File: src/vram_regs_config.svh
`ifndef VRAM_REGS_CONFIG_SVH
`define VRAM_REGS_CONFIG_SVH

// entries between the register file and the vram port
`define VRAM_QUEUE_DEPTH      4

// status word bit positions in SYS_CTRL
`define STAT_MEM_WAIT_BIT     15    // queue, port or read still in flight
`define STAT_QUEUE_FULL_BIT   14    // next request would be dropped

`endif

File: src/vram_regs_pkg.sv
package vram_regs_pkg;

    typedef logic [15:0] word_t;            // vram data word
    typedef logic [15:0] addr_t;            // vram word address
    typedef logic [7:0]  byte_t;            // host bus byte
    typedef logic [3:0]  mask_t;            // nibble write enables
    typedef logic [3:0]  reg_num_t;         // host register number

    // host register map, gaps read as zero
    localparam reg_num_t REG_SYS_CTRL = 4'd0;
    localparam reg_num_t REG_RD_INCR  = 4'd6;
    localparam reg_num_t REG_RD_ADDR  = 4'd7;
    localparam reg_num_t REG_WR_INCR  = 4'd8;
    localparam reg_num_t REG_WR_ADDR  = 4'd9;
    localparam reg_num_t REG_DATA     = 4'd10;
    localparam reg_num_t REG_DATA_2   = 4'd11;

    // one queued vram access, 37 bits
    typedef struct packed {
        logic  wr;                          // 1 = write, 0 = read
        mask_t mask;                        // nibble mask, writes only
        addr_t addr;                        // word address
        word_t data;                        // write data
    } vram_req_t;

endpackage

File: src/host_reg_file.sv
`timescale 1ns/1ps

`include "vram_regs_config.svh"

module host_reg_file (
    input  logic                      clk,
    input  logic                      reset_i,
    input  logic                      bus_wr_i,        // write strobe, one byte
    input  logic                      bus_rd_i,        // read strobe, one byte
    input  vram_regs_pkg::reg_num_t   bus_reg_num_i,
    input  logic                      bus_bytesel_i,   // 0 = even/high, 1 = odd/low
    input  vram_regs_pkg::byte_t      bus_data_i,
    output vram_regs_pkg::byte_t      bus_data_o,
    input  logic                      queue_full_i,
    input  logic                      queue_empty_i,
    input  logic                      port_busy_i,
    input  logic                      rd_done_i,
    input  vram_regs_pkg::word_t      rd_data_i,
    output logic                      push_o,
    output vram_regs_pkg::vram_req_t  push_req_o
);

    import vram_regs_pkg::*;

    // registered bus cycle
    logic      wr_q;
    logic      rd_q;
    reg_num_t  reg_q;
    logic      bytesel_q;
    byte_t     data_q;

    // host visible registers
    word_t     rd_incr;
    addr_t     rd_addr;
    word_t     wr_incr;
    addr_t     wr_addr;
    byte_t     data_even;                   // high byte of a pending DATA write
    mask_t     wr_mask;
    word_t     rd_word;                     // last word fetched from vram
    logic      rd_pending;

    logic      is_data_q;
    logic      wr_data_cand;
    logic      rd_addr_cand;
    logic      pre_read_cand;
    logic      read_cand;
    addr_t     rd_req_addr;
    logic      mem_wait;
    word_t     status;
    word_t     rd_mux;

    always_ff @(posedge clk) begin
        if (reset_i) begin
            wr_q <= 1'b0;
            rd_q <= 1'b0;
        end else begin
            wr_q <= bus_wr_i;
            rd_q <= bus_rd_i;
        end
    end

    always_ff @(posedge clk) begin
        reg_q     <= bus_reg_num_i;
        bytesel_q <= bus_bytesel_i;
        data_q    <= bus_data_i;
    end

    assign is_data_q     = (reg_q == REG_DATA) || (reg_q == REG_DATA_2);
    assign wr_data_cand  = wr_q && bytesel_q && is_data_q;            // odd byte completes word
    assign rd_addr_cand  = wr_q && bytesel_q && (reg_q == REG_RD_ADDR);
    assign pre_read_cand = rd_q && !wr_q && bytesel_q && is_data_q;   // fetch the next word
    assign read_cand     = rd_addr_cand || pre_read_cand;

    // a new RD_ADDR low byte is used right away
    assign rd_req_addr = rd_addr_cand ? {rd_addr[15:8], data_q} : rd_addr;

    // dropped when full, host polls the full flag
    assign push_o = (wr_data_cand || read_cand) && !queue_full_i;

    always_comb begin
        if (wr_data_cand) begin
            push_req_o.wr   = 1'b1;
            push_req_o.mask = wr_mask;
            push_req_o.addr = wr_addr;
            push_req_o.data = {data_even, data_q};
        end else begin
            push_req_o.wr   = 1'b0;
            push_req_o.mask = '0;
            push_req_o.addr = rd_req_addr;
            push_req_o.data = '0;
        end
    end

    always_ff @(posedge clk) begin
        if (reset_i) begin
            rd_incr    <= '0;
            rd_addr    <= '0;
            wr_incr    <= '0;
            wr_addr    <= '0;
            wr_mask    <= 4'b1111;
            rd_pending <= 1'b0;
        end else begin
            if (wr_q) begin
                case (reg_q)
                    REG_SYS_CTRL: begin
                        if (bytesel_q) begin
                            wr_mask <= data_q[3:0];
                        end
                    end
                    REG_RD_INCR: begin
                        if (!bytesel_q) begin
                            rd_incr[15:8] <= data_q;
                        end else begin
                            rd_incr[7:0] <= data_q;
                        end
                    end
                    REG_RD_ADDR: begin
                        if (!bytesel_q) begin
                            rd_addr[15:8] <= data_q;      // low byte below
                        end
                    end
                    REG_WR_INCR: begin
                        if (!bytesel_q) begin
                            wr_incr[15:8] <= data_q;
                        end else begin
                            wr_incr[7:0] <= data_q;
                        end
                    end
                    REG_WR_ADDR: begin
                        if (!bytesel_q) begin
                            wr_addr[15:8] <= data_q;
                        end else begin
                            wr_addr[7:0] <= data_q;
                        end
                    end
                    default: begin
                    end
                endcase
            end

            // addresses step only when the request is queued
            if (rd_addr_cand) begin
                rd_addr <= push_o ? rd_req_addr + rd_incr : rd_req_addr;
            end else if (pre_read_cand && push_o) begin
                rd_addr <= rd_addr + rd_incr;
            end
            if (wr_data_cand && push_o) begin
                wr_addr <= wr_addr + wr_incr;
            end

            if (read_cand && push_o) begin
                rd_pending <= 1'b1;
            end else if (rd_done_i) begin
                rd_pending <= 1'b0;
            end
        end
    end

    always_ff @(posedge clk) begin
        if (wr_q && !bytesel_q && is_data_q) begin
            data_even <= data_q;
        end
        if (rd_done_i) begin
            rd_word <= rd_data_i;
        end
    end

    // also covers the cycle a request is on its way into the queue
    assign mem_wait = !queue_empty_i || port_busy_i || rd_pending || push_o;

    always_comb begin
        status                       = '0;
        status[`STAT_MEM_WAIT_BIT]   = mem_wait;
        status[`STAT_QUEUE_FULL_BIT] = queue_full_i;
        status[3:0]                  = wr_mask;
    end

    always_comb begin
        case (bus_reg_num_i)
            REG_SYS_CTRL:          rd_mux = status;
            REG_RD_INCR:           rd_mux = rd_incr;
            REG_RD_ADDR:           rd_mux = rd_addr;
            REG_WR_INCR:           rd_mux = wr_incr;
            REG_WR_ADDR:           rd_mux = wr_addr;
            REG_DATA, REG_DATA_2:  rd_mux = rd_word;
            default:               rd_mux = '0;
        endcase
    end

    assign bus_data_o = bus_bytesel_i ? rd_mux[7:0] : rd_mux[15:8];

endmodule

File: src/vram_req_queue.sv
`timescale 1ns/1ps

`include "vram_regs_config.svh"

module vram_req_queue (
    input  logic                      clk,
    input  logic                      reset_i,
    input  logic                      push_i,
    input  vram_regs_pkg::vram_req_t  push_req_i,
    input  logic                      pop_i,
    output vram_regs_pkg::vram_req_t  head_o,
    output logic                      empty_o,
    output logic                      full_o
);

    import vram_regs_pkg::*;

    localparam int DEPTH = `VRAM_QUEUE_DEPTH;
    localparam int PTR_W = (DEPTH > 1) ? $clog2(DEPTH) : 1;
    localparam int CNT_W = $clog2(DEPTH + 1);

    vram_req_t         mem [DEPTH];
    logic [PTR_W-1:0]  wr_ptr;
    logic [PTR_W-1:0]  rd_ptr;
    logic [CNT_W-1:0]  count;
    logic              do_push;
    logic              do_pop;

    assign empty_o = (count == '0);
    assign full_o  = (count == CNT_W'(DEPTH));
    assign do_push = push_i && !full_o;
    assign do_pop  = pop_i && !empty_o;
    assign head_o  = mem[rd_ptr];                   // valid while not empty

    always_ff @(posedge clk) begin
        if (do_push) begin
            mem[wr_ptr] <= push_req_i;
        end
    end

    always_ff @(posedge clk) begin
        if (reset_i) begin
            wr_ptr <= '0;
            rd_ptr <= '0;
            count  <= '0;
        end else begin
            if (do_push) begin
                wr_ptr <= (wr_ptr == PTR_W'(DEPTH - 1)) ? '0 : wr_ptr + 1'b1;
            end
            if (do_pop) begin
                rd_ptr <= (rd_ptr == PTR_W'(DEPTH - 1)) ? '0 : rd_ptr + 1'b1;
            end
            case ({do_push, do_pop})
                2'b10:   count <= count + 1'b1;
                2'b01:   count <= count - 1'b1;
                default: count <= count;        // none, or both at once
            endcase
        end
    end

endmodule

File: src/vram_access_port.sv
`timescale 1ns/1ps

module vram_access_port (
    input  logic                      clk,
    input  logic                      reset_i,
    input  vram_regs_pkg::vram_req_t  head_i,
    input  logic                      empty_i,
    input  vram_regs_pkg::word_t      vram_data_i,
    input  logic                      vram_ack_i,
    output logic                      pop_o,
    output logic                      busy_o,
    output logic                      vram_sel_o,
    output logic                      vram_wr_o,
    output vram_regs_pkg::mask_t      vram_wrmask_o,
    output vram_regs_pkg::addr_t      vram_addr_o,
    output vram_regs_pkg::word_t      vram_data_o,
    output logic                      rd_done_o,
    output vram_regs_pkg::word_t      rd_data_o
);

    import vram_regs_pkg::*;

    // take the head only when no cycle is open
    assign pop_o  = !vram_sel_o && !empty_i;
    assign busy_o = vram_sel_o;

    always_ff @(posedge clk) begin
        if (reset_i) begin
            vram_sel_o <= 1'b0;
            vram_wr_o  <= 1'b0;
        end else if (vram_sel_o) begin
            if (vram_ack_i) begin
                vram_sel_o <= 1'b0;             // drop right after ack
                vram_wr_o  <= 1'b0;
            end
        end else if (pop_o) begin
            vram_sel_o <= 1'b1;
            vram_wr_o  <= head_i.wr;
        end
    end

    // held steady for the whole cycle
    always_ff @(posedge clk) begin
        if (pop_o) begin
            vram_wrmask_o <= head_i.mask;
            vram_addr_o   <= head_i.addr;
            vram_data_o   <= head_i.data;
        end
    end

    // read word goes back in the ack cycle
    assign rd_done_o = vram_sel_o && !vram_wr_o && vram_ack_i;
    assign rd_data_o = vram_data_i;

endmodule

File: src/vram_regs_top.sv
`timescale 1ns/1ps

module vram_regs_top (
    input  logic                      clk,
    input  logic                      reset_i,
    input  logic                      bus_wr_i,
    input  logic                      bus_rd_i,
    input  vram_regs_pkg::reg_num_t   bus_reg_num_i,
    input  logic                      bus_bytesel_i,
    input  vram_regs_pkg::byte_t      bus_data_i,
    output vram_regs_pkg::byte_t      bus_data_o,
    output logic                      vram_sel_o,
    output logic                      vram_wr_o,
    output vram_regs_pkg::mask_t      vram_wrmask_o,
    output vram_regs_pkg::addr_t      vram_addr_o,
    output vram_regs_pkg::word_t      vram_data_o,
    input  vram_regs_pkg::word_t      vram_data_i,
    input  logic                      vram_ack_i
);

    import vram_regs_pkg::*;

    logic       push;
    vram_req_t  push_req;
    vram_req_t  head;
    logic       queue_empty;
    logic       queue_full;
    logic       pop;
    logic       port_busy;
    logic       rd_done;
    word_t      rd_data;

    host_reg_file i_host_reg_file (
        .clk           (clk),
        .reset_i       (reset_i),
        .bus_wr_i      (bus_wr_i),
        .bus_rd_i      (bus_rd_i),
        .bus_reg_num_i (bus_reg_num_i),
        .bus_bytesel_i (bus_bytesel_i),
        .bus_data_i    (bus_data_i),
        .bus_data_o    (bus_data_o),
        .queue_full_i  (queue_full),
        .queue_empty_i (queue_empty),
        .port_busy_i   (port_busy),
        .rd_done_i     (rd_done),
        .rd_data_i     (rd_data),
        .push_o        (push),
        .push_req_o    (push_req)
    );

    vram_req_queue i_vram_req_queue (
        .clk        (clk),
        .reset_i    (reset_i),
        .push_i     (push),
        .push_req_i (push_req),
        .pop_i      (pop),
        .head_o     (head),
        .empty_o    (queue_empty),
        .full_o     (queue_full)
    );

    vram_access_port i_vram_access_port (
        .clk           (clk),
        .reset_i       (reset_i),
        .head_i        (head),
        .empty_i       (queue_empty),
        .vram_data_i   (vram_data_i),
        .vram_ack_i    (vram_ack_i),
        .pop_o         (pop),
        .busy_o        (port_busy),
        .vram_sel_o    (vram_sel_o),
        .vram_wr_o     (vram_wr_o),
        .vram_wrmask_o (vram_wrmask_o),
        .vram_addr_o   (vram_addr_o),
        .vram_data_o   (vram_data_o),
        .rd_done_o     (rd_done),
        .rd_data_o     (rd_data)
    );

endmodule

File: config.mk
export PLATFORM = sky130hd
export DESIGN_NAME = vram_regs_top
export DESIGN_NICKNAME = d
export VERILOG_FILES = /design/src/vram_regs_pkg.sv /design/src/host_reg_file.sv /design/src/vram_req_queue.sv /design/src/vram_access_port.sv /design/src/vram_regs_top.sv
export VERILOG_INCLUDE_DIRS = /design/src
export SDC_FILE = /design/constraint.sdc
export NUM_CORES = 1
export LEC_CHECK = 0
export ABC_AREA = 0
export BUFFER_PORTS_ARGS = -buffer_cell sky130_fd_sc_hd__buf_2
export CAP_MARGIN = 20
export CORE_MARGIN = 2
export CORE_UTILIZATION = 30
export CTS_BUF_LIST = sky130_fd_sc_hd__clkbuf_8
export CTS_CLUSTER_DIAMETER = 30
export DETAILED_ROUTE_END_ITERATION = 8
export PLACE_DENSITY = 0.56
export SLEW_MARGIN = 20
export SYNTH_ARGS = -nofsm -noshare
export SYNTH_HDL_FRONTEND = slang
export SYNTH_HIERARCHICAL = 1
export SYNTH_SLANG_ARGS = --single-unit
File: constraint.sdc
create_clock -name clk -period 4.7 [get_ports clk]
set_clock_uncertainty 0.05 [all_clocks]
set_input_delay 0.705 -clock clk [delete_from_list [all_inputs] [get_ports clk]]
set_output_delay 0.705 -clock clk [all_outputs]
set_load 0.02 [all_outputs]
==> reports/results.txt, run 1 <==
DP HPWL: 25700 um
HP Class: input pin to flip-flop
count leader, synth: edfxtp_1
antenna violations before repair: 2
GR Util met1: 0.205
Num CTS Buffers: 69
Worst path depth: 7
vias: 9910
Ports: 80
CP delay by family, top: compound AO/OA/AOI/OAI gates
met2 Track Usage GR: 0.238
number of flops mapped to enable cells by yosys: 208
WL per Instance: 19.6 um
post-route ant nets: 0
Peak VDD IR: 0.273 mV
Cell Area, Synth: 14100 um^2
Critical Path RT: 3.94 ns
setup TNS: 0 ns
WL final: 37900 um
top cell type's share of synthesized area: 0.443
Synth area leaders: edfxtp_1, dfxtp_1, mux4_2
Synth cell types: 72
GRT overflow: 0
Achievable Freq: 0.239 GHz
Die Area: 48800 um^2
TritonCTS clock tree: built
Hold Fails Final Rpt: 0
Avg Cell Area, Syn: 11.9 um^2
post-route minimum period: 4.19 ns
critical path class: flip-flop to output port
die height: 221 um
synthesized instance count: 1185
largest net degree at the start of global routing: 57
post_cts resized: 0
RSZ-0062 raised after global routing: no
total power draw: 6.19 mW
global routing's busiest layer: met2
CP Max Fanout: 13
first-pass GRT wire length: 58200 um
via/cell ratio: 5.11
largest area contributor in the netlist: edfxtp_1
total setup buffers inserted after CTS: 0
LEAKAGE: 6.31 nW
core box area: 46500 um^2
DRC: 0
die width: 221 um
Worst Max-Slew Pin Slew: 1.03 ns
TritonCTS Sinks: 303
violation count after the first detailed-route iteration: 1036
Arr. time, crit path: 3.43 ns
CP Cell Sequence: and4b_1 -> and2_1 -> nand2_1 -> a31oi_1 -> o21ai_0 -> a41oi_1 -> buf_2
hold_buf cts: 0
root buffer cell: clkbuf_8
outcome: finished clean
R2R depth: 14
Crit. End Element: output port
Worst Hold Depth: 1
clk slew on worst S/H paths: 0.06 ns
maxcap violations: 0
M3 GR Usage: 0.0404
final core occ: 0.356
H-tree depth: 3
FP Rows: 79
Clock Latency Late Sink: 0.64 ns
fin. max-slew vios: 0
synth cell count leaders: edfxtp_1, nand2_1, nor2_1
vias in the first global route: 9774
Synth Flop Type: edfxtp_1
sequential area share after synthesis: 0.577
Total GRT Usage: 0.155
number of buffers added on ports: 79
Buf+Inv Stages, Crit Path: 1
type of origin of the critical path: flip-flop
CP max-delay cell: a31oi_1
PD cells: 375 nW/um^2
register bit total from synthesis: 303
layout net count: 1362
syn_nets: 1268
DR pass1 iterations: 5
layout cells sized above 1: 0.204
Bufs on Longest Clock Path: 3
yosys warns: 6
worst slew margin relative to its limit: 0.312
gp weighted congestion: 0.874
ys async rst share: 0
Area Overhead vs Synth: 17.1%
max incr delay on CP: 0.72 ns
initial core utilization: 0.304
share of the clock period used by the worst path: 0.891
endpoints failing setup: 0
[report_power, final]
group,total [mW],switching [mW],internal (mW)
Clock,3.09,1.25,1.84
Sequential,2.88,0.0204,2.86
Combinational,0.214,0.146,0.0684
Total,6.19,1.42,4.77
[worst reg2reg max path, cell delays in order (launching register included)]
cell and delay [ns]:
dfxtp_1 0.42, and4b_1 0.25, and2_1 0.19, nand2_1 0.29, buf_4 0.33, nand2_1 0.09, nand2_1 0.07, ha_1 0.32
inv_1 0.07, o22ai_1 0.32, a2111oi_2 0.13, o31ai_1 0.47, mux2i_1 0.25, nand2_1 0.07, a211oi_1 0.27
[path summary, 6_finish.rpt]
check        slack (ns)                          end                  startpoint
max                0.51                bus_data_o[7]    i_host_reg_file/reg_q[1]
min                0.12    i_host_reg_file/data_q[5]               bus_data_i[5]
max reg2reg        0.98  i_host_reg_file/rd_addr[13]    i_host_reg_file/reg_q[1]
min reg2reg        0.44   i_host_reg_file/rd_pending  i_host_reg_file/rd_pending
[stage by stage]
step	hold slack [ns]	instances	setup WS (ns)	area [um^2]
6_report	0.120	1938	0.513	16500
5_1_grt	0.0821	1937	0.267	16500
4_1_cts	0.0699	1936	0.500	16500
3_5_place_dp	0.427	1814	1.06	15100
3_3_place_gp	0.423	1814	1.19	15100
2_1_floorplan	0.353	1185	0.739	14100
[placed cells by master (no fill, tap or decap), drive strengths merged, types with 7 or more instances in the layout]
master / instances
and2: 21
a31oi: 8
dfxtp: 95
clkbuf: 74
inv: 46
nand2: 126
xnor2: 16
mux4: 37
mux2i: 27
nor2: 126
a21o: 10
bufinv: 7
mux2: 8
a221oi: 8
nand4: 7
o21ai: 36
a22oi: 20
nand3: 17
a211oi: 19
ha: 45
edfxtp: 208
buf: 105
a311oi: 12
nor2b: 11
a21oi: 79
clkinv: 21
xor2: 16
nor3: 22
[routing by layer]
metal | wire [um] | share of wire
met1 | 16600 | 0.44
met3 | 2850 | 0.075
met4 | 1190 | 0.031
met5 | 0 | 0
met2 | 17300 | 0.46
[kinds of logic after synthesis]
| family | after synthesis | share of synthesized area |
|---|---|---|
| buf+inv | 113 | 0.0372 |
| xor+xnor | 32 | 0.0199 |
| flops | 303 | 0.577 |
| fa+ha+maj | 49 | 0.0456 |
| compound gates | 243 | 0.114 |
| mux | 72 | 0.0846 |
| simple gates | 373 | 0.121 |
[cell type report]
cell class / count / area (um^2)
inverters: 30 / 113
clock inverters: 49 / 445
repair buffers: 106 / 598
clock buffers: 73 / 1000
fillers: 4580 / 29900
well taps: 607 / 759
multi-input cells: 769 / 5460
diodes: 1 / 2.50
flip-flops and latches: 303 / 8150
[sequential cells by signal (all words and copies together), names as in the netlist, named ones only]
name / flops
i_host_reg_file/rd_incr: 16
i_vram_req_queue/mem: 148
i_vram_access_port/vram_addr_o: 16
i_host_reg_file/rd_word: 16
i_host_reg_file/wr_mask: 4
i_vram_req_queue/rd_ptr: 2
i_host_reg_file/data_q: 8
i_host_reg_file/wr_incr: 16
i_host_reg_file/rd_q: 1
i_vram_access_port/vram_data_o: 16
i_host_reg_file/wr_q: 1
i_vram_access_port/vram_wrmask_o: 4
i_host_reg_file/rd_pending: 1
i_host_reg_file/wr_addr: 16
i_host_reg_file/rd_addr: 16
i_host_reg_file/bytesel_q: 1
i_host_reg_file/reg_q: 4
i_host_reg_file/data_even: 8
i_vram_access_port/vram_wr_o: 1
i_vram_req_queue/wr_ptr: 2
i_vram_access_port/busy_o: 1
i_vram_req_queue/count: 3
(Power assumes the default switching activity.)
==> run 2, diff against run 1 <==
Clock period 4.7 ns to 4 ns, I/O delays scaled along.
==> run 2 against run 1 <==
Flip-flop and latch count unchanged. Total power up 27%. Utilization up 1.0 points. Combinational power up 24%. Final cell count up 1.3%. Hold slack worse by 0.019 ns. Sequential power up 18%. First-iteration DRC count down 6.9%. Via count up 2.0%. Die area unchanged. Clock power up 36%. Critical path type unchanged. Critical endpoint unchanged.
==> reports/results.txt, run 2 (synthesis gave the netlist of run 1 again) <==
outcome: finished clean
pre-CTS WS: 0.348 ns (-0.712 ns)
Bufs on Longest Clock Path: 3 (unchanged)
Clock Latency Late Sink: 0.64 ns (about the same)
violation count after the first detailed-route iteration: 964 (-6.9%)
min-delay src: vram_data_i[10]
Die Area: 48800 um^2 (unchanged)
HP Class: input pin to flip-flop
Reg with most FFs: i_vram_req_queue/mem
CP delay by family, top: compound AO/OA/AOI/OAI gates
diode count: 0 (-1)
DRC: 0 (unchanged)
WL per Instance: 19.8 um (+1.4%)
WL final: 39000 um (+2.7%)
Largest register FFs: 148 (unchanged)
gp weighted congestion: 0.876 (+0.25%)
Worst Max-Slew Pin Slew: 0.920 ns (-0.112 ns)
commonest non-fill, non-tap cells in the layout: edfxtp_1, nand2_1, nor2_1, dfxtp_1, clkbuf_8
Hold Fails Final Rpt: 0 (unchanged)
Total GRT Usage: 0.159 (+0.00483)
RSZ-0062 raised after global routing: no
FP Rows: 79 (unchanged)
GRT overflow: 0 (unchanged)
critical path class: flip-flop to output port
total setup buffers inserted after CTS: 0 (unchanged)
Arr. time, crit path: 3.12 ns (-0.31 ns)
hold_ws: 0.101 ns (-0.0191 ns)
fin. max-slew vios: 0 (unchanged)
fillers: 4555 (-0.55%)
DP HPWL: 26700 um (+3.8%)
Area Overhead vs Synth: 20.5%
first-pass GRT wire length: 59700 um (+2.6%)
DR pass1 iterations: 6 (+1)
CP Cell Sequence: and4b_1 -> and2_1 -> nand2_2 -> a31oi_2 -> o21ai_0 -> a41oi_1 -> buf_2
Num CTS Buffers: 72 (+4.3%)
total power draw: 7.87 mW (+27%)
Buf+Inv Stages, Crit Path: 1 (unchanged)
TritonCTS Sinks: 303 (unchanged)
PD cells: 463 nW/um^2 (+24%)
Ports: 80 (unchanged)
die width: 221 um (unchanged)
die height: 221 um (unchanged)
TritonCTS clock tree: built
initial core utilization: 0.304 (unchanged)
vias: 10100 (+2.0%)
post-route minimum period: 3.77 ns
largest net degree at the start of global routing: 53 (-7.0%)
layout cells sized above 1: 0.220 (+0.0158)
endpoints failing setup: 0 (unchanged)
via/cell ratio: 5.15 (+0.62%)
max incr delay on CP: 0.47 ns (-0.25 ns)
Peak VDD IR: 0.415 mV (+52%)
worst slew margin relative to its limit: 0.380 (+0.0684)
number of buffers added on ports: 79 (unchanged)
H-tree depth: 3 (unchanged)
Critical R2R Launch: i_host_reg_file/reg_q[1]
LEAKAGE: 6.50 nW (+3.2%)
Crit. End Element: output port
type of origin of the critical path: flip-flop
share of the clock period used by the worst path: 0.943
antenna violations before repair: 1 (-1)
layout net count: 1382 (+1.5%)
CP max-delay cell: a31oi_2
most common cell after layout, fill and taps aside: edfxtp_1
Achievable Freq: 0.265 GHz
setup ws final: 0.229 ns (-0.283 ns)
setup TNS: 0 ns (unchanged)
root buffer cell: clkbuf_8
maxcap violations: 0 (unchanged)
CP Max Fanout: 15 (+2)
crit path launch: i_host_reg_file/reg_q[1]
post-route ant nets: 0 (unchanged)
vias in the first global route: 10000 (+2.7%)
final core occ: 0.366 (+0.0103)
Critical Path RT: 3.35 ns (-0.59 ns)
clk slew on worst S/H paths: 0.05 ns (about the same)
core box area: 46500 um^2 (unchanged)
-- run 2: cell types whose count changed in the layout (fill, tap and decap cells not counted), sizes merged, moves of 5 or more --
cell         delta
buf            +10
clkbuf          +8
dlygate4sd3     +8
inv             -8
bufinv          +5
clkinv          +5
-- run 2: what timing repair did --
| item | CTS | global route |
|---|---|---|
| hold buffers | 8 | 0 |
| endpoints found under the hold margin | 8 | 0 |
| endpoints found under the setup margin | 1 | 5 |
| cloned | 0 | 0 |
| gates resized for setup | 1 | 2 |
-- run 2: per-stage QoR --
step	instance area [um^2]	cells
5_1_grt	17000	1964
6_report	17000	1964
3_3_place_gp	15200	1824
2_1_floorplan	14100	1185
4_1_cts	17000	1964
3_5_place_dp	15200	1824
-- run 2: metal layers --
layer  up-vias  GRT usage  wire, um
met5         -          0         0
met4         0     0.0714      1320
met3        90     0.0429      2680
met2       396      0.241     17500
met1      4961      0.213     17500
li1       4658          -         -
-- run 2: cell type report --
class | instances | area (um^2) | share of cell area
flip-flops and latches | 303 | 8150 | 0.479
multi-input cells | 769 | 5470 | 0.322
clock buffers | 82 | 1130 | 0.0663
repair buffers | 123 | 808 | 0.0475
well taps | 607 | 759 | 0.0446
clock inverters | 50 | 578 | 0.0340
inverters | 30 | 113 | 0.00662
-- run 2: final timing paths --
kind	end	slack [ns]	cells after the start
min reg2reg	flip-flop	0.45	2
min	i_host_reg_file/rd_word[10]	0.10	1
max reg2reg	i_host_reg_file/rd_addr[10]	0.43	14
max	bus_data_o[7]	0.23	7
-- run 2: power breakdown --
group / switching [mW] / internal [mW] / leakage (nW)
clock network: 1.53 / 2.68 / 0.883
registers: 0.0285 / 3.37 / 2.76
logic: 0.175 / 0.0905 / 2.86
==> run 3, diff against run 2 <==
Settings changed: SYNTH_HIERARCHICAL 1 to default.
==> run 3 against run 2 <==
Total power is 17% higher. Sequential power is 15% higher. Synthesized cell count is 3.9% lower. Area after synthesis fell by 1.6%. Largest power group unchanged. Highest routed layer unchanged.
==> reports/results.txt, run 3 <==
synthesized instance count: 1139 (-3.9%)
gp weighted congestion: 0.946 (+8.0%)
Total GRT Usage: 0.167 (+0.00785)
Largest register FFs: 148 (unchanged)
placed insts: 1792 (-1.8%)
final core occ: 0.366 (about the same)
DR pass1 iterations: 6 (unchanged)
sequential fraction of design power: 0.421 (-0.010)
setup TNS: 0 ns (unchanged)
RSZ-0062 raised after global routing: no
Avg Cell Area, Syn: 12.2 um^2 (+2.4%)
post-route minimum period: 3.60 ns (-0.175 ns)
yosys warns: 0 (-6)
Hold Fails Final Rpt: 0 (unchanged)
critical path class: flip-flop to output port
Synth Flop Type: edfxtp_1
HP Class: input pin to flip-flop
synth cell count leaders: edfxtp_1, nand2_1, nor2_1
Achievable Freq: 0.278 GHz (+4.9%)
Clock Latency Late Sink: 0.62 ns (-0.02 ns)
top cell type's share of synthesized area: 0.450 (+0.00706)
layout cells sized above 1: 0.218 (-0.00191)
Cell Area, Synth: 13900 um^2 (-1.6%)
Switch Pwr: 2.58 mW (+49%)
Critical Path RT: 3.35 ns (about the same)
pre-CTS WS: 0.647 ns (+0.299 ns)
Die Area: 48000 um^2 (-1.5%)
antenna violations before repair: 0 (-1)
post_cts resized: 0 (-1)
endpoints failing setup: 0 (unchanged)
root buffer cell: clkbuf_8
sequential area share after synthesis: 0.587 (+0.00920)
number of buffers added on ports: 79 (unchanged)
Synth cell types: 65 (-9.7%)
count leader, synth: edfxtp_1
DRC: 0 (unchanged)
register bit total from synthesis: 303 (unchanged)
WL per Instance: 20.7 um (+4.1%)
LEAKAGE: 6.36 nW (-2.2%)
maxcap violations: 0 (unchanged)
vias: 9950 (-1.5%)
DP HPWL: 27300 um (+2.5%)
Num CTS Buffers: 71 (-1.4%)
number of flops mapped to enable cells by yosys: 208 (unchanged)
worst reg2reg setup slack: 0.58 ns (+0.15 ns)
clk slew on worst S/H paths: 0.05 ns (about the same)
Bufs on Longest Clock Path: 3 (unchanged)
hold_buf cts: 0 (-8)
via/cell ratio: 5.17 (+0.57%)
layout net count: 1348 (-2.5%)
H-tree depth: 3 (unchanged)
largest net degree at the start of global routing: 64 (+21%)
die height: 219 um (-0.77%)
GRT overflow: 0 (unchanged)
worst slew margin relative to its limit: 0.304 (-0.0764)
Peak VDD IR: 0.304 mV (-27%)
ys async rst share: 0 (unchanged)
Crit. End Element: output port
TritonCTS clock tree: built
outcome: finished clean
TritonCTS Sinks: 303 (unchanged)
share of the clock period used by the worst path: 0.899 (-0.0438)
fin. max-slew vios: 0 (unchanged)
Reg with most FFs: i_vram_req_queue.mem
first-pass GRT wire length: 60000 um (+0.46%)
Worst Max-Slew Pin Slew: 1.04 ns (+0.124 ns)
diode count: 0 (unchanged)
Synth area leaders: edfxtp_1, dfxtp_1, mux4_2
type of origin of the critical path: flip-flop
Ports: 80 (unchanged)
internal power: 6.65 mW (+8.4%)
syn_nets: 1222 (-3.6%)
core box area: 45600 um^2 (-1.9%)
WL final: 39700 um (+1.9%)
most common cell after layout, fill and taps aside: edfxtp_1
CP Max Fanout: 13 (-2)
initial core utilization: 0.305 (+0.00101)
violation count after the first detailed-route iteration: 1051 (+9.0%)
placed cell areas: 15100 um^2 (-0.82%)
Post-Layout Cell Count: 1923 (-2.1%)
commonest non-fill, non-tap cells in the layout: edfxtp_1, nand2_1, nor2_1, dfxtp_1, buf_2
Arr. time, crit path: 2.95 ns (-0.17 ns)
post-route ant nets: 0 (unchanged)
total setup buffers inserted after CTS: 0 (unchanged)
largest area contributor in the netlist: edfxtp_1
vias in the first global route: 9988 (-0.53%)
Sw Ratio: 0.280 (+0.0592)
Area Overhead vs Synth: 20.1%
die width: 219 um (-0.77%)
Comb pwr share: 0.153 (+0.119)
hold_ws: 0.0494 ns (-0.0517 ns)
FP Rows: 78 (-1.3%)
post-route cell area: 16700 um^2 (-1.9%)
total power draw: 9.24 mW (+17%)
Clk pwr share: 0.427 (-0.108)
PD cells: 554 nW/um^2 (+20%)
setup ws final: 0.405 ns (+0.175 ns)
-- run 3: cell count changes after synthesis, moves of 10 or more --
cell	delta
a31oi_1	+11
buf_4	-22
mux2i_1	+11
nand3_1	+12
nor2_1	-26
nor3_1	-10
-- run 3: power by group through the flow --
stage	logic (mW)	registers, mW	clock network [mW]
global route	1.53	3.92	4.19
floorplan	0.765	4.11	0
detailed placement	1.44	3.96	0
CTS	1.45	3.90	4.03
global placement	1.43	3.96	0
finish	1.41	3.89	3.94
-- run 3: path summary, 6_finish.rpt --
| path | start | to | cells after the start |
|---|---|---|---|
| setup reg to reg | i_host_reg_file.reg_q[1] | i_host_reg_file.rd_addr[15] | 12 |
| hold reg to reg | i_vram_req_queue.count[2] | i_vram_req_queue.count[2] | 2 |
| setup / recovery | i_host_reg_file.reg_q[1] | bus_data_o[7] | 6 |
| hold / removal | bus_data_i[5] | i_host_reg_file.data_q[5] | 1 |
-- run 3: worst max-delay path: stages (launching register included) --
cell and delay, ns:
dfxtp_1 0.48, nand4b_1 0.23, or2_1 0.46, a21oi_2 0.33, o31ai_1 0.13, a41oi_1 0.45, buf_2 0.26
-- run 3: kinds of logic after synthesis --
group	after synthesis	synth area share
AND/OR/NAND/NOR	349	0.118
flip-flops	303	0.587
XOR/XNOR	32	0.0202
buffers and inverters	87	0.0245
adder cells (fa/ha/maj)	49	0.0463
AO/OA/AOI/OAI	243	0.117
multiplexers	76	0.0882
-- run 3: cell type report --
class                   count  area, um^2
multi-input cells         749        5420
clock buffers              78        1070
well taps                 600         751
fillers                  4464       28900
flip-flops and latches    303        8150
repair buffers            114         671
clock inverters            53         519
inverters                  26        97.6
-- run 3: per-layer routing --
layer | vias up | wire (um) | global-route usage | share of wire
met3 | 75 | 2900 | 0.0445 | 0.073
met1 | 4908 | 17700 | 0.222 | 0.45
li1 | 4582 | - | - | -
met5 | - | 0 | 0 | 0
met2 | 385 | 18000 | 0.260 | 0.45
met4 | 0 | 1100 | 0.0637 | 0.028
